===== src/cache_defs.svh =====
`ifndef CACHE_DEFS_SVH
`define CACHE_DEFS_SVH

// cache geometry
`define ADDR_W      32
`define WORD_W      64
`define SETS        8
`define WAYS        2
`define LINE_WORDS  16

// address split from the lsb up is byte then offset then index then tag
`define BYTE_W      3
`define OFFSET_W    4
`define INDEX_W     3
`define TAG_W       (`ADDR_W - `INDEX_W - `OFFSET_W - `BYTE_W)

`endif


===== src/cache_pkg.sv =====
`include "cache_defs.svh"

package cache_pkg;

    typedef logic [`TAG_W-1:0]    tag_t;
    typedef logic [`INDEX_W-1:0]  index_t;
    typedef logic [`OFFSET_W-1:0] offset_t;
    typedef logic [`WORD_W-1:0]   word_t;
    typedef logic [`WORD_W/8-1:0] strobe_t;

    typedef struct packed
    {
        logic valid;
        logic dirty;
        tag_t tag;
    } meta_t;

    // way 0 in the upper lane
    typedef meta_t [0:`WAYS-1] meta_set_t;

    typedef struct packed
    {
        logic               valid;
        logic [`ADDR_W-1:0] addr;
        strobe_t            strobe;  // nonzero means write
        word_t              data;
    } dbus_req_t;

    typedef struct packed
    {
        logic  addr_ok;
        logic  data_ok;
        word_t data;
    } dbus_resp_t;

    typedef struct packed
    {
        logic               valid;
        logic               is_write;
        logic [`ADDR_W-1:0] addr;
        word_t              data;
    } cbus_req_t;

    typedef struct packed
    {
        logic  ready;
        logic  last;
        word_t data;
    } cbus_resp_t;

    typedef struct packed
    {
        logic hit;
        logic way;           // hit way, or victim on a miss
        logic victim_dirty;
        tag_t victim_tag;
    } lookup_t;

    typedef enum logic [1:0]
    {
        IDLE,
        WRITEBACK,
        FETCH
    } state_t;

endpackage


===== src/burst_port.sv =====
`timescale 1ns/100ps
`include "cache_defs.svh"

module burst_port
(
    input  logic                  clk,
    input  logic                  reset,
    input  cache_pkg::state_t     state,
    input  logic [`ADDR_W-1:0]    req_addr,
    input  cache_pkg::tag_t       victim_tag,
    input  cache_pkg::word_t      rdata,
    input  cache_pkg::cbus_resp_t cresp,
    output cache_pkg::cbus_req_t  creq,
    output cache_pkg::offset_t    beat,
    output logic                  beat_done,
    output logic                  burst_done
);

    localparam int LINE_LSB = `OFFSET_W + `BYTE_W;

    logic               in_burst;
    logic [`ADDR_W-1:0] line_addr;
    logic [`ADDR_W-1:0] victim_addr;

    assign in_burst = (state == cache_pkg::WRITEBACK) || (state == cache_pkg::FETCH);

    // both bursts start on the line boundary
    assign line_addr   = {req_addr[`ADDR_W-1:LINE_LSB], {LINE_LSB{1'b0}}};
    assign victim_addr = {victim_tag, req_addr[LINE_LSB +: `INDEX_W], {LINE_LSB{1'b0}}};

    assign creq.valid    = in_burst;
    assign creq.is_write = (state == cache_pkg::WRITEBACK);
    assign creq.addr     = (state == cache_pkg::WRITEBACK) ? victim_addr : line_addr;
    assign creq.data     = rdata;              // ram word at current beat

    assign beat_done  = in_burst && cresp.ready;
    assign burst_done = beat_done && cresp.last;

    always_ff @(posedge clk)
    begin
        if (!reset)
            beat <= '0;
        else if (burst_done)
            beat <= '0;
        else if (beat_done)
            beat <= beat + 1'b1;
    end

endmodule


===== config.mk =====
export PLATFORM = sky130hd
export DESIGN_NAME = burst_port
export DESIGN_NICKNAME = d
export VERILOG_FILES = /design/src/cache_pkg.sv /design/src/burst_port.sv
export VERILOG_INCLUDE_DIRS = /design/src
export SDC_FILE = /design/constraint.sdc
export NUM_CORES = 1
export LEC_CHECK = 0
export BUFFER_PORTS_ARGS = -buffer_cell sky130_fd_sc_hd__buf_2
export CAP_MARGIN = 20
export CORE_AREA = 2 2 113 115
export CTS_CLUSTER_SIZE = 28
export DETAILED_ROUTE_END_ITERATION = 8
export DIE_AREA = 0 0 115 117
export PLACE_DENSITY = 0.45
export SLEW_MARGIN = 20
export SYNTH_ARGS = -nofsm -noshare
export SYNTH_HDL_FRONTEND = slang
export SYNTH_SLANG_ARGS = --single-unit

===== constraint.sdc =====
create_clock -name clk -period 1.3 [get_ports clk]
set_input_delay 0.13 -clock clk [delete_from_list [all_inputs] [get_ports clk]]
set_output_delay 0.13 -clock clk [all_outputs]
set_load 0.02 [all_outputs]

==> results.tsv <==
stage	metric	value	unit
outcome	status	finished clean	
synthesis	synth_edf_count	0	
power	p_switching	0.281	mW
sta	slew_violations	0	
global_route	grt_max_degree	16	
synthesis	yosysWarningCount	0	
global_route	grt_overflow	0	
floorplanning	core	12300	sq um
floorplanning	ios	292	
clocking	cts_tree	done	
power	internal_power	0.696	mW
route	post_drt_wl_per_cell	8.95	um
final_layout	top_regs	beat: 4 flops	
final_layout	final_nets	334	
sta	rsz0062_at_grt	false	
power	ir_drop	0.602	mV
place	io_buffers	79	
clocking	clock_sinks	4	
route	vias	813	
power	power	0.977	mW
final_layout	largest_reg_flops	4	
global_route	grt_pass1_vias	702	
power	p_leak	0.587	nW
clocking	cts_buffer_depth	2	
clocking	cts_made_buffers	3	
final_layout	largest-register	beat	
final_layout	mostFrequentLayoutCells	buf_2 (78), mux2_2 (22), conb_1 (7)	
place	place_inst	287	
floorplanning	die_y	117	um
sta	period_share	95.0	%
synthesis	synthesis.area	1060	sq um
place	dpl.hpwl	2160	um
critical_path	critical_path_required	1.17	ns
route	ant_nets	0	
sta	fmax	809	MHz
floorplanning	start_util	8.58	%
power	p_seq_share	13.3	%
power	combPwrFrac	37.8	%
sta	setup_viol	0	
synthesis	ys.flop_type	dfxtp_1	
route	drc	0	
critical_path	crit_type	in2out	
global_route	antenna_found_initial	0	
floorplanning	dieArea	13500	sq um
clocking	clockRootBuffer	clkbuf_16	
final_layout	fillers	1417	
power	powerDensity	794	nW/um^2
critical_path	arrival	1.11	ns
job	cap_viol_max_count	0	
route	drt-initial-drc-count	5	
synthesis	syn_avg_cell_area	8.38	sq um
synthesis	yosysSeqAreaShare	7.58	%
synthesis	ys_ff_latch	4	
synthesis	synth_async_sr_flop_share	0	%
sta	fin_crit	1.24	ns
route	finalWirelength	2610	um
sta	holdWs	0.190	ns
final_layout	num_antenna_cells	0	
floorplanning	die_x	115	um
critical_path	cp_max_fo	5	
route	via_per_inst	2.78	
power	p_clk_share	49.0	%
clocking	clk_latency	0.22	ns
route	drt_pass1_iterations	3	
sta	tns	0	ns
power	swShare	28.7	%
min_path	hp-class	in2reg	
clocking	path_clk_slew	0.03	ns
final_layout	final_common_cell	buf_2	
synthesis	synthCells	126	
global_route	grt_pass1_wl	3120	um
floorplanning	rows	41	
critical_path	endpoint_kind	primary output	
synthesis	ys_types	20	
place	gp_congestion	0.565	
final_layout	instances_no_fill	292	
final_layout	area_growth	16.6	%
global_route	grt_usage	3.03	%
clocking	htreeDepth	1	
sta	hold_violations	0	
sta	finalClockSkew	0.000883	ns
final_layout	drive_gt1_share	81.7	%
critical_path	start_kind	input pin	
[cell usage after synthesis, types with 2 or more instances]
library cell / count / area [sq um]
a21boi_0: 2 / 15.0
a21boi_1: 2 / 15.0
buf_2: 2 / 10.0
buf_4: 75 / 563
dfxtp_1: 4 / 80.1
ha_1: 2 / 25.0
inv_1: 3 / 11.3
mux2_2: 22 / 248
nand2_1: 2 / 7.51
o21ai_0: 2 / 10.0
[area by class of cell]
class	count	area, sq um	share of cell area, %
Tap cell	150	188	15.2
Timing Repair Buffer	84	448	36.4
Multi-Input combinational cell	48	427	34.7
Clock buffer	3	75.1	6.10
Inverter	3	11.3	0.915
Sequential cell	4	82.6	6.71
[per-stage QoR]
stage / cell area (sq um) / utilization (%) / setup WS [ns]
floorplan: 1080 / - / 0.00468
global placement: 1120 / 9.14 / -0.111
detailed placement: 1120 / 9.14 / -0.137
CTS: 1210 / 9.87 / 0.00966
global route: 1230 / 10.0 / 0.000668
finish: 1230 / 10.0 / 0.0644
[critical path, stage by stage]
cell      delay [ns]
buf_2           0.08
inv_2           0.04
ha_4            0.26
nand2b_4        0.14
buf_4           0.12
inv_2           0.04
and2_1          0.14
buf_4           0.15
[power by group through the flow]
stage / Sequential (mW) / Combinational [mW] / Clock [mW]
2_1_floorplan: 0.133 / 0.520 / 0
3_3_place_gp: 0.131 / 0.355 / 0
3_5_place_dp: 0.131 / 0.359 / 0
4_1_cts: 0.130 / 0.367 / 0.488
5_1_grt: 0.130 / 0.399 / 0.498
6_report: 0.130 / 0.369 / 0.478
[per-layer routing]
layer | vias up | part of all wire, % | GRT usage [%]
li1 | 362 | - | -
met1 | 347 | 30 | 2.11
met2 | 86 | 47 | 6.20
met3 | 18 | 16 | 1.08
met4 | 0 | 6.7 | 2.65
met5 | - | 0 | 0
[timing repair]
| item | 4_1_cts | 5_1_grt |
|---|---|---|
| hold buffers | 0 | 0 |
| gates cloned | 0 | 0 |
| setup buffers | 0 | 2 |
| gates resized for setup | 2 | 3 |
| endpoints found under the setup margin | 5 | 2 |
[worst paths after layout]
kind | slack (ns) | startpoint | endpoint | cells past startpoint
worst max-delay path | 0.06 | state[1] | burst_done | 8
worst min-delay path | 0.19 | reset | beat[0] | 2
worst max register to register | 0.12 | beat[0] | beat[2] | 3
worst min register to register | 0.49 | beat[3] | beat[3] | 2
[cells by family (layout without fill, tap and decap cells)]
group                    after synthesis  count (layout)  share of synthesized area [%]
AND/OR/NAND/NOR                       10              10                           6.52
adder cells (fa/ha/maj)                2               2                           2.37
flip-flops                             4               4                           7.58
buffers and inverters                 80              90                           55.3
multiplexers                          22              22                           23.5
other                                  1               7                          0.355
AO/OA/AOI/OAI                          7               7                           4.38
Note: power is estimated with default switching activity, not from simulation.
