**src/cache_defs.svh**
```systemverilog
`ifndef CACHE_DEFS_SVH
`define CACHE_DEFS_SVH

// cache geometry
`define ADDR_W      32
`define WORD_W      64
`define SETS        8
`define WAYS        2
`define LINE_WORDS  16

// address split from the lsb up is byte then offset then index then tag
`define BYTE_W      3
`define OFFSET_W    4
`define INDEX_W     3
`define TAG_W       (`ADDR_W - `INDEX_W - `OFFSET_W - `BYTE_W)

`endif

```
**src/cache_pkg.sv**
```systemverilog
`include "cache_defs.svh"

package cache_pkg;

    typedef logic [`TAG_W-1:0]    tag_t;
    typedef logic [`INDEX_W-1:0]  index_t;
    typedef logic [`OFFSET_W-1:0] offset_t;
    typedef logic [`WORD_W-1:0]   word_t;
    typedef logic [`WORD_W/8-1:0] strobe_t;

    typedef struct packed
    {
        logic valid;
        logic dirty;
        tag_t tag;
    } meta_t;

    // way 0 in the upper lane
    typedef meta_t [0:`WAYS-1] meta_set_t;

    typedef struct packed
    {
        logic               valid;
        logic [`ADDR_W-1:0] addr;
        strobe_t            strobe;  // nonzero means write
        word_t              data;
    } dbus_req_t;

    typedef struct packed
    {
        logic  addr_ok;
        logic  data_ok;
        word_t data;
    } dbus_resp_t;

    typedef struct packed
    {
        logic               valid;
        logic               is_write;
        logic [`ADDR_W-1:0] addr;
        word_t              data;
    } cbus_req_t;

    typedef struct packed
    {
        logic  ready;
        logic  last;
        word_t data;
    } cbus_resp_t;

    typedef struct packed
    {
        logic hit;
        logic way;           // hit way, or victim on a miss
        logic victim_dirty;
        tag_t victim_tag;
    } lookup_t;

    typedef enum logic [1:0]
    {
        IDLE,
        WRITEBACK,
        FETCH
    } state_t;

endpackage

```
**src/cache_ctrl.sv**
```systemverilog
`timescale 1ns/100ps
`include "cache_defs.svh"

module cache_ctrl
(
    input  logic                 clk,
    input  logic                 reset,
    input  cache_pkg::dbus_req_t dreq,
    input  cache_pkg::lookup_t   result,
    input  logic                 beat_done,
    input  logic                 burst_done,
    input  cache_pkg::word_t     fill_data,
    output cache_pkg::state_t    state,
    output logic                 touch,
    output logic                 addr_ok,
    output logic                 data_ok,
    output logic                 data_wr,
    output cache_pkg::strobe_t   data_strobe,
    output cache_pkg::word_t     data_wdata,
    output logic                 meta_wr,
    output logic [`WAYS-1:0]     meta_strobe,
    output cache_pkg::meta_set_t meta_wdata,
    output cache_pkg::index_t    meta_index,
    output logic                 way
);

    localparam int INDEX_LSB = `OFFSET_W + `BYTE_W;
    localparam int TAG_LSB   = INDEX_LSB + `INDEX_W;

    cache_pkg::state_t state_nxt;
    cache_pkg::index_t req_index;
    cache_pkg::tag_t   req_tag;
    cache_pkg::index_t walk_idx;
    cache_pkg::meta_t  meta_new;
    logic              walking;
    logic              miss_way;
    logic              accept;
    logic              miss;
    logic              hit_write;

    assign req_index = dreq.addr[INDEX_LSB +: `INDEX_W];
    assign req_tag   = dreq.addr[TAG_LSB +: `TAG_W];

    assign addr_ok   = (state == cache_pkg::IDLE) && !walking;
    assign accept    = dreq.valid && addr_ok;
    assign miss      = accept && !result.hit;
    assign data_ok   = accept && result.hit;
    assign touch     = data_ok;
    assign hit_write = data_ok && (|dreq.strobe);

    assign way        = (state == cache_pkg::IDLE) ? result.way : miss_way;
    assign meta_index = walking ? walk_idx : req_index;

    // high from the first reset edge until one cycle after release
    always_ff @(posedge clk)
    begin
        if (!reset)
            walking <= 1'b1;
        else
            walking <= 1'b0;
    end

    always_ff @(posedge clk)
    begin
        if (walking)
            walk_idx <= walk_idx + 1'b1;
        else
            walk_idx <= '0;
    end

    always_comb
    begin
        state_nxt = state;
        case (state)
            cache_pkg::IDLE:
            begin
                if (miss)
                    state_nxt = result.victim_dirty ? cache_pkg::WRITEBACK : cache_pkg::FETCH;
            end
            cache_pkg::WRITEBACK:
            begin
                if (burst_done)
                    state_nxt = cache_pkg::FETCH;
            end
            cache_pkg::FETCH:
            begin
                if (burst_done)
                    state_nxt = cache_pkg::IDLE;
            end
            default:
                state_nxt = cache_pkg::IDLE;
        endcase
    end

    always_ff @(posedge clk)
    begin
        if (!reset)
        begin
            state    <= cache_pkg::IDLE;
            miss_way <= 1'b0;
        end
        else
        begin
            state <= state_nxt;
            if (miss)
                miss_way <= result.way;  // held for the whole miss
        end
    end

    always_comb
    begin
        data_wr     = 1'b0;
        data_strobe = '0;
        data_wdata  = dreq.data;
        if (hit_write)
        begin
            data_wr     = 1'b1;
            data_strobe = dreq.strobe;
        end
        else if (state == cache_pkg::FETCH && beat_done)
        begin
            data_wr     = 1'b1;
            data_strobe = '1;
            data_wdata  = fill_data;
        end
    end

    always_comb
    begin
        meta_wr     = 1'b0;
        meta_strobe = 2'b10 >> way;    // way 0 is the upper lane
        meta_new    = '{valid: 1'b1, dirty: 1'b1, tag: req_tag};
        if (walking)
        begin
            meta_wr     = 1'b1;
            meta_strobe = '1;
            meta_new    = '0;
        end
        else if (hit_write)
            meta_wr = 1'b1;
        else if (burst_done && state == cache_pkg::WRITEBACK)
        begin
            meta_wr  = 1'b1;
            meta_new = '0;
        end
        else if (burst_done && state == cache_pkg::FETCH)
        begin
            meta_wr        = 1'b1;
            meta_new.dirty = 1'b0;     // fresh line is clean
        end
        meta_wdata = {`WAYS{meta_new}};
    end

endmodule

```
**config.mk**
```make
export PLATFORM = sky130hd
export DESIGN_NAME = cache_ctrl
export DESIGN_NICKNAME = d
export VERILOG_FILES = /design/src/cache_pkg.sv /design/src/cache_ctrl.sv
export VERILOG_INCLUDE_DIRS = /design/src
export SDC_FILE = /design/constraint.sdc
export NUM_CORES = 1
export LEC_CHECK = 0
export ABC_AREA = 1
export BUFFER_PORTS_ARGS = -buffer_cell sky130_fd_sc_hd__clkbuf_2
export CORE_AREA = 2 2 130 132
export DETAILED_ROUTE_END_ITERATION = 8
export DIE_AREA = 0 0 132 134
export PLACE_DENSITY = 0.48
export REMOVE_ABC_BUFFERS = 1
export SETUP_SLACK_MARGIN = 0.02
export SKIP_LAST_GASP = 1
export SLEW_MARGIN = 40
export SYNTH_ARGS = -nofsm -noshare
export SYNTH_HDL_FRONTEND = slang
export SYNTH_SLANG_ARGS = --single-unit
export TNS_END_PERCENT = 1
```
**constraint.sdc**
```tcl
create_clock -name clk -period 1.8 [get_ports clk]
set_input_delay 0.36 -clock clk [delete_from_list [all_inputs] [get_ports clk]]
set_output_delay 0.36 -clock clk [all_outputs]
set_load 0.02 [all_outputs]
```
==> summary.md <==
| Metric | Value |
|---|---|
| Via count | 2,494 |
| CTS tree | built |
| Share of the synthesized area in the top cell type | 46.8% |
| WP data required | 1.44 ns |
| Actual slew at the worst max-slew pin | 0.276 ns |
| Final min period | 1.96 ns |
| Num CTS Buffers | 3 |
| Ranking of synthesized cells by area | mux2_4, buf_4, dfxtp_1, inv_1, buf_12 |
| Initial antenna violation count | 0 |
| Total wire length | 8.30 mm |
| Post-DP HPWL | 7.43 mm |
| CP Buf/Inv Count | 4 |
| DRT iter0 DRCs | 28 |
| Max_cap viols | 0 |
| Placement Setup Slack | 0.0425 ns |
| Global-route wire length before repair | 11.7 mm |
| Commonest non-fill, non-tap cell in the layout | clkbuf_2 |
| Period utilisation layout | 109% |
| Width of the die | 132 µm |
| Worst r2r path cells | 7 |
| Routed Antenna Nets | 0 |
| Hold path startpoint | reset |
| Clk slew on worst S/H paths | 0.04 ns |
| CTS H-tree depth | 1 |
| Family with the most delay on the worst path | buffers and inverters |
| Flop-to-flop setup slack | 0.60 ns |
| Kind of critical path | reg2out |
| Clock root buffer | clkbuf_16 |
| Sink Count | 7 |
| Port bufs | 301 |
| Synth Cell Area | 0.00196 mm² |
| R2R Path End | state[0] |
| Largest net degree at the start of global routing | 17 |
| Wire per inst | 11.2 µm |
| Leak | 2.51 nW |
| Max clock buf depth | 2 |
| Critical path, cell by cell | inv_2 > nand2_2 > inv_4 > nand2_8 > buf_12 > mux2_2 > clkbuf_2 |
| Worst Hold Depth | 2 |
| Final WS setup | -0.159 ns |
| DRC | 0 |
| Min Hold Slack | 0.322 ns |
| Sequential share of the synthesized area | 7.17% |
| Slew HR | 81.4% |
| Unrepaired setup endpoints after global routing | yes |
| Count of pins over their slew limit | 0 |
| Final setup skew | 0.00110 ns |
| Post-synth top area cell | mux2_4 |
| Setup violators final | 110 |
| # IOs | 331 |
| Vias per inst | 3.37 |
| Grt ovf | 0 |
| Layout cell share with drive strength beyond 1 | 77.9% |
| Fillers | 1,823 |
| Hold Crit Class | in2reg |
| Slowest CP cell | dfxtp_2 |
| Final Net Count | 720 |
| Core Area | 0.0163 mm² |
| Die ar. | 0.0177 mm² |
| Most frequent cells in the layout | clkbuf_2, mux2_4, inv_1 |
| Worst r2r src | state[1] |
| Synthesis warning total | 0 |
| VDD IR max | 0.231 mV |
| Ant diodes | 0 |
| Pwr Density | 442 mW/mm² |
| Netlist cell types | 23 |
| CP Launch Type | flop |
| Vias in the first global route | 2,336 |
| Setup TNS | -9.17 ns |
| Layout area overhead | 93.5% |
| Final Util | 23.2% |
| Critical Path AT | 1.60 ns |
| GRT Overall Usage | 8.16% |
| First-pass DRT Iterations | 4 |
| Die height | 134 µm |
| Number of synthesized register bits | 7 |
| Max stage delay on crit path | 0.36 ns |
| Outcome | complete, but fails checks |
| Failing checks | negative setup slack |
| Initial Utilization | 12.0% |
| Hold Vio Cnt, Final | 0 |
| Worst skew pair latency | 0.23 ns |
| Rows | 47 |
| Crit path capture type | output pin |
| Post-Synthesis Cells | 228 |
| WHS Endpoint | walking |
| Fmax achieved | 510 MHz |
| Gpl congestion | 0.721 |
| CP max FO | 15 |
| Mean Syn Cell Area | 8.58 µm² |
## power breakdown
part,internal [mW],leakage (nW),switching (mW)
Sequential,0.168,0.0589,0.0118
Combinational,0.526,2.41,0.586
Clock,0.295,0.0382,0.0847
Total,0.989,2.51,0.683
## through the flow
stage	cells	area (µm²)	total power, mW
floorplan	194	1630	0.794
global placement	730	3570	1.26
detailed placement	730	3570	1.26
CTS	735	3700	1.66
global route	740	3780	1.77
finish	740	3780	1.67
## state kept, by name (all words and copies together) (netlist names)
name / count
state: 2
miss_way: 1
walk_idx: 3
walking: 1
## metal layers
metal  vias to the layer above  track usage (%)  wire, µm
met5                         -                0         0
li1                       1287                -         -
met4                         0             2.11        81
met1                      1047             9.63      3270
met2                       154             15.3      4310
met3                         6             1.25       635
## final cells by class
| class | instances | area, µm² | share of cell area [%] |
|---|---|---|---|
| clock buffers | 4 | 78.8 | 2.08 |
| inverters | 36 | 138 | 3.64 |
| multi-input cells | 151 | 1380 | 36.4 |
| flip-flops and latches | 7 | 145 | 3.84 |
| well taps | 220 | 275 | 7.28 |
| repair buffers | 322 | 1770 | 46.8 |
## synthesized netlist by cell type (all sizes together)
cell / instances
inv: 36
dfxtp: 7
xnor2: 1
nand4: 2
a21oi: 5
ha: 1
nand2: 31
or2: 1
nand3: 9
mux2: 64
buf: 34
nor2: 35
o21ai: 2
## worst max path at each step
stage                        start              to  slack, ns  depth (start not counted)
after global placement    state[1]   data_wdata[3]       0.04                          6
final                     state[0]   data_wdata[1]      -0.16                          7
after detailed placement  state[0]  data_wdata[61]       0.04                          7
after global routing      state[1]  data_strobe[5]      -0.24                         10
after CTS                 state[0]   data_wdata[0]      -0.20                          7
after floorplan           state[1]         meta_wr      -0.27                          5
## worst register-to-register path, delay by kind of cell (launching register included)
kind / cells / cell delay, ns
AO/OA/AOI/OAI: 1 / 0.12
buffers and inverters: 2 / 0.21
flip-flops: 1 / 0.36
AND/OR/NAND/NOR: 4 / 0.43
## kinds of logic after synthesis
| family | count (synthesis) | synth area share [%] |
|---|---|---|
| AO/OA/AOI/OAI | 7 | 1.79 |
| adder cells (fa/ha/maj) | 1 | 0.640 |
| buffers and inverters | 70 | 23.9 |
| AND/OR/NAND/NOR | 78 | 17.5 |
| flip-flops | 7 | 7.17 |
| multiplexers | 64 | 48.6 |
| XOR/XNOR | 1 | 0.448 |
## what timing repair did
action / in CTS / in global routing
resized for setup: 6 / 26
setup endpoints to repair: 124 / 125
pin swaps: 0 / 5
gates cloned: 1 / 0
buffers inserted: 0 / 5
hold endpoints to repair: 0 / 0
hold buffers: 0 / 0
No activity file was read; power rests on OpenSTA's default activity.
