==> src/cache_defs.svh <==
`ifndef CACHE_DEFS_SVH
`define CACHE_DEFS_SVH

// cache geometry
`define ADDR_W      32
`define WORD_W      64
`define SETS        8
`define WAYS        2
`define LINE_WORDS  16

// address split from the lsb up is byte then offset then index then tag
`define BYTE_W      3
`define OFFSET_W    4
`define INDEX_W     3
`define TAG_W       (`ADDR_W - `INDEX_W - `OFFSET_W - `BYTE_W)

`endif

==> src/cache_pkg.sv <==
`include "cache_defs.svh"

package cache_pkg;

    typedef logic [`TAG_W-1:0]    tag_t;
    typedef logic [`INDEX_W-1:0]  index_t;
    typedef logic [`OFFSET_W-1:0] offset_t;
    typedef logic [`WORD_W-1:0]   word_t;
    typedef logic [`WORD_W/8-1:0] strobe_t;

    typedef struct packed
    {
        logic valid;
        logic dirty;
        tag_t tag;
    } meta_t;

    // way 0 in the upper lane
    typedef meta_t [0:`WAYS-1] meta_set_t;

    typedef struct packed
    {
        logic               valid;
        logic [`ADDR_W-1:0] addr;
        strobe_t            strobe;  // nonzero means write
        word_t              data;
    } dbus_req_t;

    typedef struct packed
    {
        logic  addr_ok;
        logic  data_ok;
        word_t data;
    } dbus_resp_t;

    typedef struct packed
    {
        logic               valid;
        logic               is_write;
        logic [`ADDR_W-1:0] addr;
        word_t              data;
    } cbus_req_t;

    typedef struct packed
    {
        logic  ready;
        logic  last;
        word_t data;
    } cbus_resp_t;

    typedef struct packed
    {
        logic hit;
        logic way;           // hit way, or victim on a miss
        logic victim_dirty;
        tag_t victim_tag;
    } lookup_t;

    typedef enum logic [1:0]
    {
        IDLE,
        WRITEBACK,
        FETCH
    } state_t;

endpackage

==> src/tag_lookup.sv <==
`timescale 1ns/100ps
`include "cache_defs.svh"

module tag_lookup
(
    input  logic                 clk,
    input  logic                 reset,
    input  cache_pkg::tag_t      req_tag,
    input  cache_pkg::index_t    index,
    input  cache_pkg::meta_set_t meta,
    input  logic                 touch,
    output cache_pkg::lookup_t   result
);

    logic [`SETS-1:0] last_used;   // way touched last, per set
    logic [`WAYS-1:0] match;
    logic             sel_way;

    always_comb
    begin
        for (int w = 0; w < `WAYS; w++)
            match[w] = meta[w].valid && (meta[w].tag == req_tag);
    end

    // hit way first, then an empty way, then the older one
    always_comb
    begin
        if (match[1])
            sel_way = 1'b1;
        else if (match[0])
            sel_way = 1'b0;
        else if (!meta[0].valid)
            sel_way = 1'b0;
        else if (!meta[1].valid)
            sel_way = 1'b1;
        else
            sel_way = ~last_used[index];
    end

    assign result.hit          = |match;
    assign result.way          = sel_way;
    assign result.victim_dirty = meta[sel_way].valid && meta[sel_way].dirty;
    assign result.victim_tag   = meta[sel_way].tag;

    always_ff @(posedge clk)
    begin
        if (!reset)
            last_used <= '0;
        else if (touch)
            last_used[index] <= sel_way;
    end

endmodule

==> config.mk <==
export PLATFORM = sky130hd
export DESIGN_NAME = tag_lookup
export DESIGN_NICKNAME = d
export VERILOG_FILES = /design/src/cache_pkg.sv /design/src/tag_lookup.sv
export VERILOG_INCLUDE_DIRS = /design/src
export SDC_FILE = /design/constraint.sdc
export NUM_CORES = 1
export LEC_CHECK = 0
export BUFFER_PORTS_ARGS = -buffer_cell sky130_fd_sc_hd__buf_2
export CAP_MARGIN = 20
export CORE_MARGIN = 2
export CORE_UTILIZATION = 40
export CTS_CLUSTER_SIZE = 28
export DETAILED_ROUTE_END_ITERATION = 8
export PLACE_DENSITY = 0.82
export SYNTH_ARGS = -nofsm -noshare
export SYNTH_HDL_FRONTEND = slang
export SYNTH_SLANG_ARGS = --single-unit
==> constraint.sdc <==
create_clock -name clk -period 3.98 [get_ports clk]
set_input_delay 0.796 -clock clk [delete_from_list [all_inputs] [get_ports clk]]
set_output_delay 0.796 -clock clk [all_outputs]
set_load 0.005 [all_outputs]
==> out/qor.yml, run 1 <==
outcome:
  status: "finished, final reports clean"
floorplan:
  fp.dieH_um: 60.1
  die-area_sq_mm: 0.00362
  initial_core_util_pct: 41.6
  num_rows: 20
  pin_count: 101
  die_width_um: 60.1
  core_sq_mm: 0.00303
grt:
  grtUsageMet2_pct: 36.8
  track_usage_pct: 19.4
  busiest_layer: "met2"
  met1_usage_pct: 22.6
  gr-total-overflow: 0
  grt_pass1_wl_um: 5490
  grt_pass1_vias: 1353
  grt_use_met3_pct: 3.25
  grt_max_degree: 18
  antenna_found_initial: 0
routing:
  routed_wl_um: 3560
  postRouteAntennaNets: 0
  drc: 0
  vias_per_cell: 4.99
  wl_per_cell_um: 12.3
  vias: 1442
  drtIter0Drc: 83
  first_pass_iters: 4
cells_and_area:
  fin_cells: 289
  regArea_sq_um: 160
  antenna_cells: 0
  largest_reg_flops: 8
  area_delta_synth_final_pct: 44.8
  regMostFlops: "last_used"
  nNetsFinal: 323
  num-fill-cells: 285
  layout_commonest_cell: "buf_2"
  reg.largest.list: "last_used (8)"
  utilization_pct: 60.2
  final_cell_mix: "buf_2, xnor2_1, mux2_2"
  layout-drive-gt1-share_pct: 54.7
  multiInputGateArea_sq_mm: 0.00105
clocking:
  cts_htree_levels: 1
  cts_tree: "yes"
  cts_hold_buf: 0
  clock_tree.buffer_depth: 2
  root_buffer: "clkbuf_4"
  clock-sinks: 8
  cts.clk_slew.worst_paths_ns: 0.06
  clk_latency_ns: 0.25
  cts-buffers-inserted: 3
  cts_setup_buffers: 0
  cts_resized: 0
setup_path:
  crit_path_end_kind: "output port"
  arrival_ns: 2.97
  cp.buffers_inverters: 3
  cp_top_family: "simple AND/OR/NAND/NOR gates"
  r2r_slack_ns: 2.27
  reg2reg_to: "last_used[7]$_SDFFE_PN0P_"
  crit_top_cell: "buf_2"
  rr_worst_depth: 6
  max_stage_delay_ns: 0.50
  r2r-start: "last_used[7]$_SDFFE_PN0P_"
  cp_max_fo: 15
  crit_type: "in -> out"
  cp_slowest_cell: "or4_1"
  crit_chain: "buf_2, xor2_1, or4_1, or4_4, a31oi_4, buf_4, mux2_2, buf_2"
  start_kind: "primary input"
  required_ns: 3.18
timing:
  slew_headroom_pct: 80.6
  maxSlewViolCount: 0
  worst_pin_slew_ns: 0.287
  whs_ns: 0.540
  setup_violations: 0
  tns_ns: 0
  min_period_ns: 3.76
  max_freq_ghz: 0.266
  hold_violations: 0
  fin_worst_skew_ns: 0.00468
  finalCritPeriodShare_pct: 94.6
  rsz0062_at_grt: "false"
power:
  total_power_uw: 323
  powerDensity_mw_per_mm2: 177
  peakVddDrop_mv: 0.0743
  leakage_nw: 0.830
min_path:
  whs_endpoint: "last_used[1]$_SDFFE_PN0P_"
  holdPathStages: 2
  hp-class: "reg -> reg"
  hold_start: "last_used[1]$_SDFFE_PN0P_"
placement:
  gp_congestion: 0.888
  dp.cells: 286
  dp_hpwl_um: 3180
  portBuffers: 100
yosys:
  yosys.area_share.adder_pct: 0
  syn_area_sq_mm: 0.00126
  synth_top_family_by_area: "XOR/XNOR gates"
  synth-simple-area-share_pct: 19.4
  ys_async_sr_fraction_pct: 0
  synth_area_per_cell_sq_um: 8.69
  synth_edf_count: 0
  yosysWarnings: 0
  synth_ff_type: "dfxtp_1"
  synth_mux_area_share_pct: 24.9
  yosysSeqAreaShare_pct: 12.7
  syn_inst: 145
  synth_seq_cells: 8
  yosysUniqueCellTypes: 28
  synthXorXnorAreaFrac_pct: 30.6
  syn_nets: 221
  synth-compound-area-share_pct: 8.84
flow_run:
  cap_violations: 0
-- cell usage after synthesis (2+ instances only) --
library cell  count  share of area [%]
a21oi_1           8                3.2
buf_4             2                1.2
buf_6             2                1.8
dfxtp_1           8                 13
mux2_2           23                 21
mux4_2            2                3.6
nand2_1           6                1.8
nand2b_1          5                2.5
nand3_1           2               0.79
nand4_1           7                3.5
nand4b_1          2                1.4
nor2_1            8                2.4
nor3_1            2               0.79
nor4_1            5                2.5
o21ai_0           8                3.2
xnor2_1          25                 17
xor2_1           19                 13
-- how the worst max path moves through the flow --
stage	startpoint	to	slack, ns	depth (start not counted)
final	req_tag[6]	result[0]	0.22	8
after CTS	req_tag[17]	result[0]	0.21	9
after detailed placement	req_tag[17]	result[0]	0.21	9
after global routing	req_tag[20]	result[20]	0.11	9
after floorplan	req_tag[6]	result[10]	0.55	6
after global placement	req_tag[6]	result[8]	0.23	8
-- cell type report --
class / count / area share [%]
flip-flops and latches: 8 / 8.78
repair buffers: 102 / 28.9
well taps: 44 / 3.02
clock buffers: 3 / 1.23
multi-input cells: 131 / 57.8
inverters: 1 / 0.206
-- through the flow --
step	cell area [sq um]	setup slack [ns]
final	1820	0.217
after global routing	1820	0.106
after CTS	1820	0.206
after detailed placement	1800	0.206
after global placement	1800	0.229
after floorplan	1260	0.552
-- routing by layer --
metal | up-vias | part of all wire, %
li1 | 724 | -
met1 | 649 | 39
met2 | 63 | 53
met3 | 6 | 6.8
met4 | 0 | 1.2
met5 | - | 0
-- kinds of logic (layout without fill, tap and decap cells) --
| family | after synthesis | count (layout) |
|---|---|---|
| AND/OR/NAND/NOR | 43 | 43 |
| AO/OA/AOI/OAI | 18 | 18 |
| multiplexers | 26 | 26 |
| flip-flops | 8 | 8 |
| XOR/XNOR | 44 | 44 |
| buffers and inverters | 6 | 106 |
-- worst min-delay path, cell delays in order (launching register included) --
cell and delay, ns:
dfxtp_1 0.31, o21ai_0 0.15, a21oi_1 0.04
-- where the power goes --
part | internal, mW | switching [mW] | total [mW]
clock | 0.0345 | 0.0272 | 0.0616
combinational | 0.0968 | 0.0804 | 0.177
sequential | 0.0830 | 0.00131 | 0.0843
total | 0.214 | 0.109 | 0.323
Note: power is estimated with default switching activity, not from simulation.
==> run 2, diff against run 1 <==
Settings changed: ABC_AREA from default to 1, CORE_UTILIZATION 40 to 43.
Clock period 3.98 ns to 3.7 ns, I/O delays scaled along.
==> run 2 against run 1 <==
Register-to-register slack improved by 0.03 ns. Sequential cell count unchanged. Clock power increased by 13%. Combinational power increased by 14%. Sequential power increased by 7.7%. Synthesized cell count increased by 120%. Sequential share of layout area decreased by 0.98 points. Clock skew decreased by 0.0019 ns. Largest power group unchanged.
==> out/qor.yml, run 2 <==
clocking:
  cts_tree: "yes"
  clk_latency_ns: 0.26  # about the same
  clock-sinks: 8  # unchanged
  cts_htree_levels: 1  # unchanged
  root_buffer: "clkbuf_4"
  cts_hold_buf: 0  # unchanged
  clock_tree.buffer_depth: 2  # unchanged
  cts-buffers-inserted: 3  # unchanged
  cts_resized: 0  # unchanged
  cts_setup_buffers: 0  # unchanged
  cts.clk_slew.worst_paths_ns: 0.06  # about the same
power:
  switchingPower_uw: 146  # +34%
  powerDensity_mw_per_mm2: 177  # -0.21%
  p_sw_share_pct: 40.3  # +6.6 points
  p_seq_share_pct: 25.0  # -1.1 points
  leakage_nw: 1.29  # +56%
  power.share.clock_pct: 19.2  # about the same
  peakVddDrop_mv: 0.117  # +57%
  pwr-share-comb_pct: 55.7  # +0.9 points
  p_int_uw: 217  # +1.1%
grt:
  antenna_found_initial: 0  # unchanged
  grt_pass1_wl_um: 7970  # +45%
  grt_max_degree: 33  # +15
  grt_pass1_vias: 1881  # +39%
  track_usage_pct: 23.7  # +4.2 points
  gr-total-overflow: 0  # unchanged
cells_and_area:
  layout-drive-gt1-share_pct: 27.0  # -28 points
  reg.largest.list: "last_used (8)"
  stdcell_area_sq_mm: 0.00205  # +13%
  nNetsFinal: 486  # +50%
  regMostFlops: "last_used"
  multiInputGateArea_sq_mm: 0.00114  # +7.7%
  final_cell_mix: "nand2_1, buf_2, nor2_1"
  largest_reg_flops: 8  # unchanged
  num-fill-cells: 341  # +20%
  antenna_cells: 0  # unchanged
  fin_cells: 454  # +57%
  regArea_sq_um: 160  # unchanged
  layout_commonest_cell: "nand2_1"
  area_delta_synth_final_pct: 33.7
timing:
  slew_headroom_pct: 77.3  # -3.2 points
  tns_ns: 0  # unchanged
  maxSlewViolCount: 0  # unchanged
  hold_violations: 0  # unchanged
  whs_ns: 0.572  # +0.0327 ns
  finalCritPeriodShare_pct: 84.6
  worst_pin_slew_ns: 0.340  # +0.0524 ns
  rsz0062_at_grt: "false"
  min_period_ns: 3.13
  fin_worst_skew_ns: 0.00275  # -0.00192 ns
  setup_violations: 0  # unchanged
  max_freq_ghz: 0.319
yosys:
  yosysSeqAreaShare_pct: 10.4  # -2.3 points
  syn_nets: 390  # +76%
  yosys.area_share.adder_pct: 0  # unchanged
  syn_area_sq_mm: 0.00154  # +22%
  synth.most_common_cell: "nand2_1"
  synth_top_family_by_area: "simple AND/OR/NAND/NOR gates"
  yosysUniqueCellTypes: 23  # -18%
  synth_area_per_cell_sq_um: 4.89  # -44%
  yosysWarnings: 0  # unchanged
  synth_seq_cells: 8  # unchanged
  ys_async_sr_fraction_pct: 0  # unchanged
  synth_mux_area_share_pct: 0  # -25 points
  synth_ff_type: "dfxtp_1"
  synth.area.top_cells: "nand2_1, nor2_1, nand3_1"
  yosys.area.top_type_share_pct: 27.1  # +6.6 points
  synthXorXnorAreaFrac_pct: 9.13  # -21 points
  synth_edf_count: 0  # unchanged
  synth-compound-area-share_pct: 7.25  # -1.6 points
  synth_area_leader_cell: "nand2_1"
  synth-simple-area-share_pct: 57.6  # +38 points
  yosys-top-cells-count: "nand2_1, nor2_1, inv_1"
  syn_inst: 314  # +120%
placement:
  place_area_sq_mm: 0.00203  # +13%
  dp_hpwl_um: 4070  # +28%
  gp_congestion: 0.865  # -2.5%
  dp.cells: 451  # +58%
  portBuffers: 100  # unchanged
flow_run:
  cap_violations: 0  # unchanged
routing:
  drtIter0Drc: 155  # +87%
  drc: 0  # unchanged
  vias: 2140  # +48%
  vias_per_cell: 4.71  # -5.5%
  routed_wl_um: 4880  # +37%
  first_pass_iters: 5  # +1
  postRouteAntennaNets: 0  # unchanged
  wl_per_cell_um: 10.7  # -13%
floorplan:
  pin_count: 101  # unchanged
  die-area_sq_mm: 0.00406  # +12%
  initial_core_util_pct: 45.3  # +3.7 points
  fp.dieH_um: 63.8  # +6.0%
  die_width_um: 63.8  # +6.0%
  num_rows: 21  # +5.0%
  core_sq_mm: 0.00339  # +12%
setup_path:
  required_ns: 2.96  # -0.22 ns
  cp_max_fo: 32  # +17
  start_kind: "primary input"
  arrival_ns: 2.39  # -0.58 ns
  crit_type: "in -> out"
  crit_path_end_kind: "output port"
outcome:
  status: "finished, final reports clean"
min_path:
  hp-class: "reg -> reg"
[run 2: changes by cell type in the layout (fill, tap and decap cells not counted), sizes merged, moves of 5 or more]
cell    change
nand2     +108
nor2       +48
o21ai       +7
nor4        -5
mux2       -23
nand4       -6
nand3      +40
xnor2      -13
nand2b      -5
a21oi       -6
xor2       -15
inv        +44
[run 2: per-stage QoR]
step / setup slack [ns] / util [%] / power [mW]
after global routing: 0.425 / 60.6 / 0.396
after floorplan: 1.18 / - / 0.204
final: 0.570 / 60.6 / 0.363
after detailed placement: 0.626 / 59.9 / 0.293
after global placement: 0.650 / 59.9 / 0.293
after CTS: 0.622 / 60.6 / 0.365
[run 2: final timing paths]
path,startpoint,endpoint,slack [ns],cells past startpoint
worst max register to register,last_used[5]$_SDFFE_PN0P_,last_used[7]$_SDFFE_PN0P_,2.30,11
worst min-delay path,last_used[1]$_SDFFE_PN0P_,last_used[1]$_SDFFE_PN0P_,0.57,4
worst max-delay path,req_tag[17],result[1],0.57,13
worst min register to register,last_used[1]$_SDFFE_PN0P_,last_used[1]$_SDFFE_PN0P_,0.57,4
[run 2: layout make-up]
cell class                 instances  area share (%)
timing repair buffer             101            24.7
tap                               46            2.80
multi-input combinational        251            55.3
inverter                          45            8.23
sequential                         8            7.80
clock buffer                       3            1.10
[run 2: cells by family (layout without fill, tap and decap cells)]
family	Yosys count	after routing
compound gates	21	21
xor+xnor	16	16
buf+inv	55	149
flops	8	8
simple gates	214	214
[run 2: critical path: stages]
cell	delay (ns)
buf_2	0.11
inv_1	0.04
nand2_1	0.06
nand2_1	0.06
nor2_1	0.16
nand2_1	0.07
nor2_1	0.12
nand3_1	0.15
nand2_4	0.31
nand2_4	0.24
nand2_1	0.14
nand2_1	0.05
buf_2	0.12
[run 2: power groups by stage]
| stage | registers [mW] | logic [mW] | clock network [mW] |
|---|---|---|---|
| global placement | 0.0926 | 0.200 | 0 |
| CTS | 0.0908 | 0.202 | 0.0722 |
| floorplan | 0.0922 | 0.111 | 0 |
| finish | 0.0908 | 0.202 | 0.0699 |
| detailed placement | 0.0927 | 0.201 | 0 |
| global route | 0.0910 | 0.227 | 0.0777 |
[run 2: layer usage]
metal | share of wire, % | track usage, % | vias up | routed length, um
met5 | 0 | 0 | - | 0
li1 | - | - | 1149 | -
met3 | 7.0 | 5.28 | 6 | 341
met1 | 45 | 31.5 | 909 | 2210
met4 | 1.1 | 5.71 | 0 | 55
met2 | 47 | 38.8 | 76 | 2270
==> run 3, diff against run 2 <==
Clock period 3.7 ns to 3.02 ns, I/O delays scaled along.
==> run 3 against run 2 <==
Core utilization rose by 0.63 points. Final area rose by 1.0%. Count of clock-buffer cells in the layout did not move. Largest cell class unchanged. Largest power group unchanged.
==> out/qor.yml, run 3 (synthesis results as in run 2) <==
timing:
  fin_worst_skew_ns: 0.00259  # -0.000165 ns
  rsz0062_at_grt: "false"
  tns_ns: 0  # unchanged
  max_freq_ghz: 0.355
  hold_violations: 0  # unchanged
  whs_ns: 0.563  # -0.00908 ns
  setup_violations: 0  # unchanged
  maxSlewViolCount: 0  # unchanged
  finalCritPeriodShare_pct: 93.2
  timing.final.ws_setup_ns: 0.204  # -0.365 ns
  slew_headroom_pct: 77.6  # +0.28 points
  worst_pin_slew_ns: 0.332  # -0.00736 ns
  min_period_ns: 2.82
setup_path:
  crit_type: "in -> out"
  crit_path_end_kind: "output port"
  cp_max_fo: 24  # -25%
  cp.buffers_inverters: 3  # unchanged
  arrival_ns: 2.21  # -0.18 ns
  max_stage_delay_ns: 0.23  # -0.08 ns
  crit_top_cell: "nand2_1"
  cp_top_family: "simple AND/OR/NAND/NOR gates"
  required_ns: 2.42  # -0.54 ns
  start_kind: "primary input"
  crit_chain: "buf_2, inv_1, nand2_1, o21ai_0, nor2_1, nand2_1, nor2_1, nand3_1, nand2_4, nand2_4, nand2_1, nand2_1, buf_2"
  cp_slowest_cell: "nand2_4"
routing:
  wl_per_cell_um: 11.0  # +2.2%
  drtIter0Drc: 178  # +15%
  vias: 2175  # +1.6%
  first_pass_iters: 4  # -1
  routed_wl_um: 5020  # +2.9%
  drc: 0  # unchanged
  postRouteAntennaNets: 0  # unchanged
  vias_per_cell: 4.76  # +0.97%
cells_and_area:
  fin_cells: 457  # +0.66%
  layout-drive-gt1-share_pct: 27.5  # +0.53 points
  nNetsFinal: 489  # +0.62%
  regMostFlops: "last_used"
  layout_commonest_cell: "nand2_1"
  antenna_cells: 0  # unchanged
  stdcell_area_sq_mm: 0.00207  # +1.0%
  largest_reg_flops: 8  # unchanged
  final_cell_mix: "nand2_1, buf_2, nor2_1"
  area_delta_synth_final_pct: 35.1
  reg.largest.list: "last_used (8)"
  utilization_pct: 61.2  # +0.63 points
min_path:
  hp-class: "reg -> reg"
clocking:
  cts-buffers-inserted: 3  # unchanged
  cts_hold_buf: 0  # unchanged
  clock_tree.buffer_depth: 2  # unchanged
  clk_latency_ns: 0.25  # about the same
  cts_htree_levels: 1  # unchanged
  root_buffer: "clkbuf_4"
  cts.clk_slew.worst_paths_ns: 0.05  # about the same
  cts_setup_buffers: 0  # unchanged
  cts_resized: 0  # unchanged
  cts_tree: "yes"
  clock-sinks: 8  # unchanged
placement:
  post-place-ws_ns: 0.194  # -0.432 ns
  portBuffers: 100  # unchanged
  dp_hpwl_um: 4060  # -0.10%
  dp.cells: 453  # +0.44%
  gp_congestion: 0.909  # +5.1%
  place_area_sq_mm: 0.00205  # +0.74%
power:
  powerDensity_mw_per_mm2: 214  # +21%
  total_power_uw: 445  # +22%
  leakage_nw: 1.30  # +0.94%
  peakVddDrop_mv: 0.0836  # -28%
grt:
  antenna_found_initial: 0  # unchanged
  track_usage_pct: 24.0  # +0.36 points
  grt_max_degree: 26  # -21%
  grt_pass1_wl_um: 8050  # +0.95%
  gr-total-overflow: 0  # unchanged
  grt_pass1_vias: 1909  # +1.5%
flow_run:
  cap_violations: 0  # unchanged
floorplan:
  core_sq_mm: 0.00339  # unchanged
  die-area_sq_mm: 0.00406  # unchanged
  num_rows: 21  # unchanged
  fp.dieH_um: 63.8  # unchanged
  initial_core_util_pct: 45.3  # unchanged
  pin_count: 101  # unchanged
  die_width_um: 63.8  # unchanged
outcome:
  status: "finished, final reports clean"
-- run 3: area by class of cell --
type / count / area, sq um
Fill cell: 354 / 1320
Timing Repair Buffer: 103 / 523
Sequential cell: 8 / 160
Multi-Input combinational cell: 252 / 1140
Tap cell: 46 / 57.6
Clock buffer: 3 / 22.5
Inverter: 45 / 169
-- run 3: tightest hold or removal path: stages, from the launching register on --
cell     delay (ns)
dfxtp_1        0.32
nor2_1         0.05
nor2_1         0.08
nand2_1        0.05
inv_1          0.04
-- run 3: where the power goes --
| group | internal [mW] | total (mW) | switching, mW |
|---|---|---|---|
| clock | 0.0455 | 0.0818 | 0.0363 |
| combinational | 0.112 | 0.252 | 0.139 |
| sequential | 0.109 | 0.111 | 0.00200 |
-- run 3: final timing paths --
path                                  start                         to  slack (ns)  cells after the start
setup reg to reg  last_used[0]$_SDFFE_PN0P_  last_used[6]$_SDFFE_PN0P_        1.51                     12
hold / removal    last_used[7]$_SDFFE_PN0P_  last_used[7]$_SDFFE_PN0P_        0.56                      4
hold reg to reg   last_used[7]$_SDFFE_PN0P_  last_used[7]$_SDFFE_PN0P_        0.56                      4
setup / recovery                 req_tag[9]                 result[22]        0.20                     13
-- run 3: routing by layer --
metal / wire length (um) / track usage, % / share of wire [%] / vias up
li1: - / - / - / 1160
met1: 2290 / 32.7 / 46 / 922
met2: 2390 / 41.2 / 48 / 91
met3: 326 / 3.35 / 6.5 / 2
met4: 19 / 3.53 / 0.38 / 0
met5: 0 / 0 / 0 / -
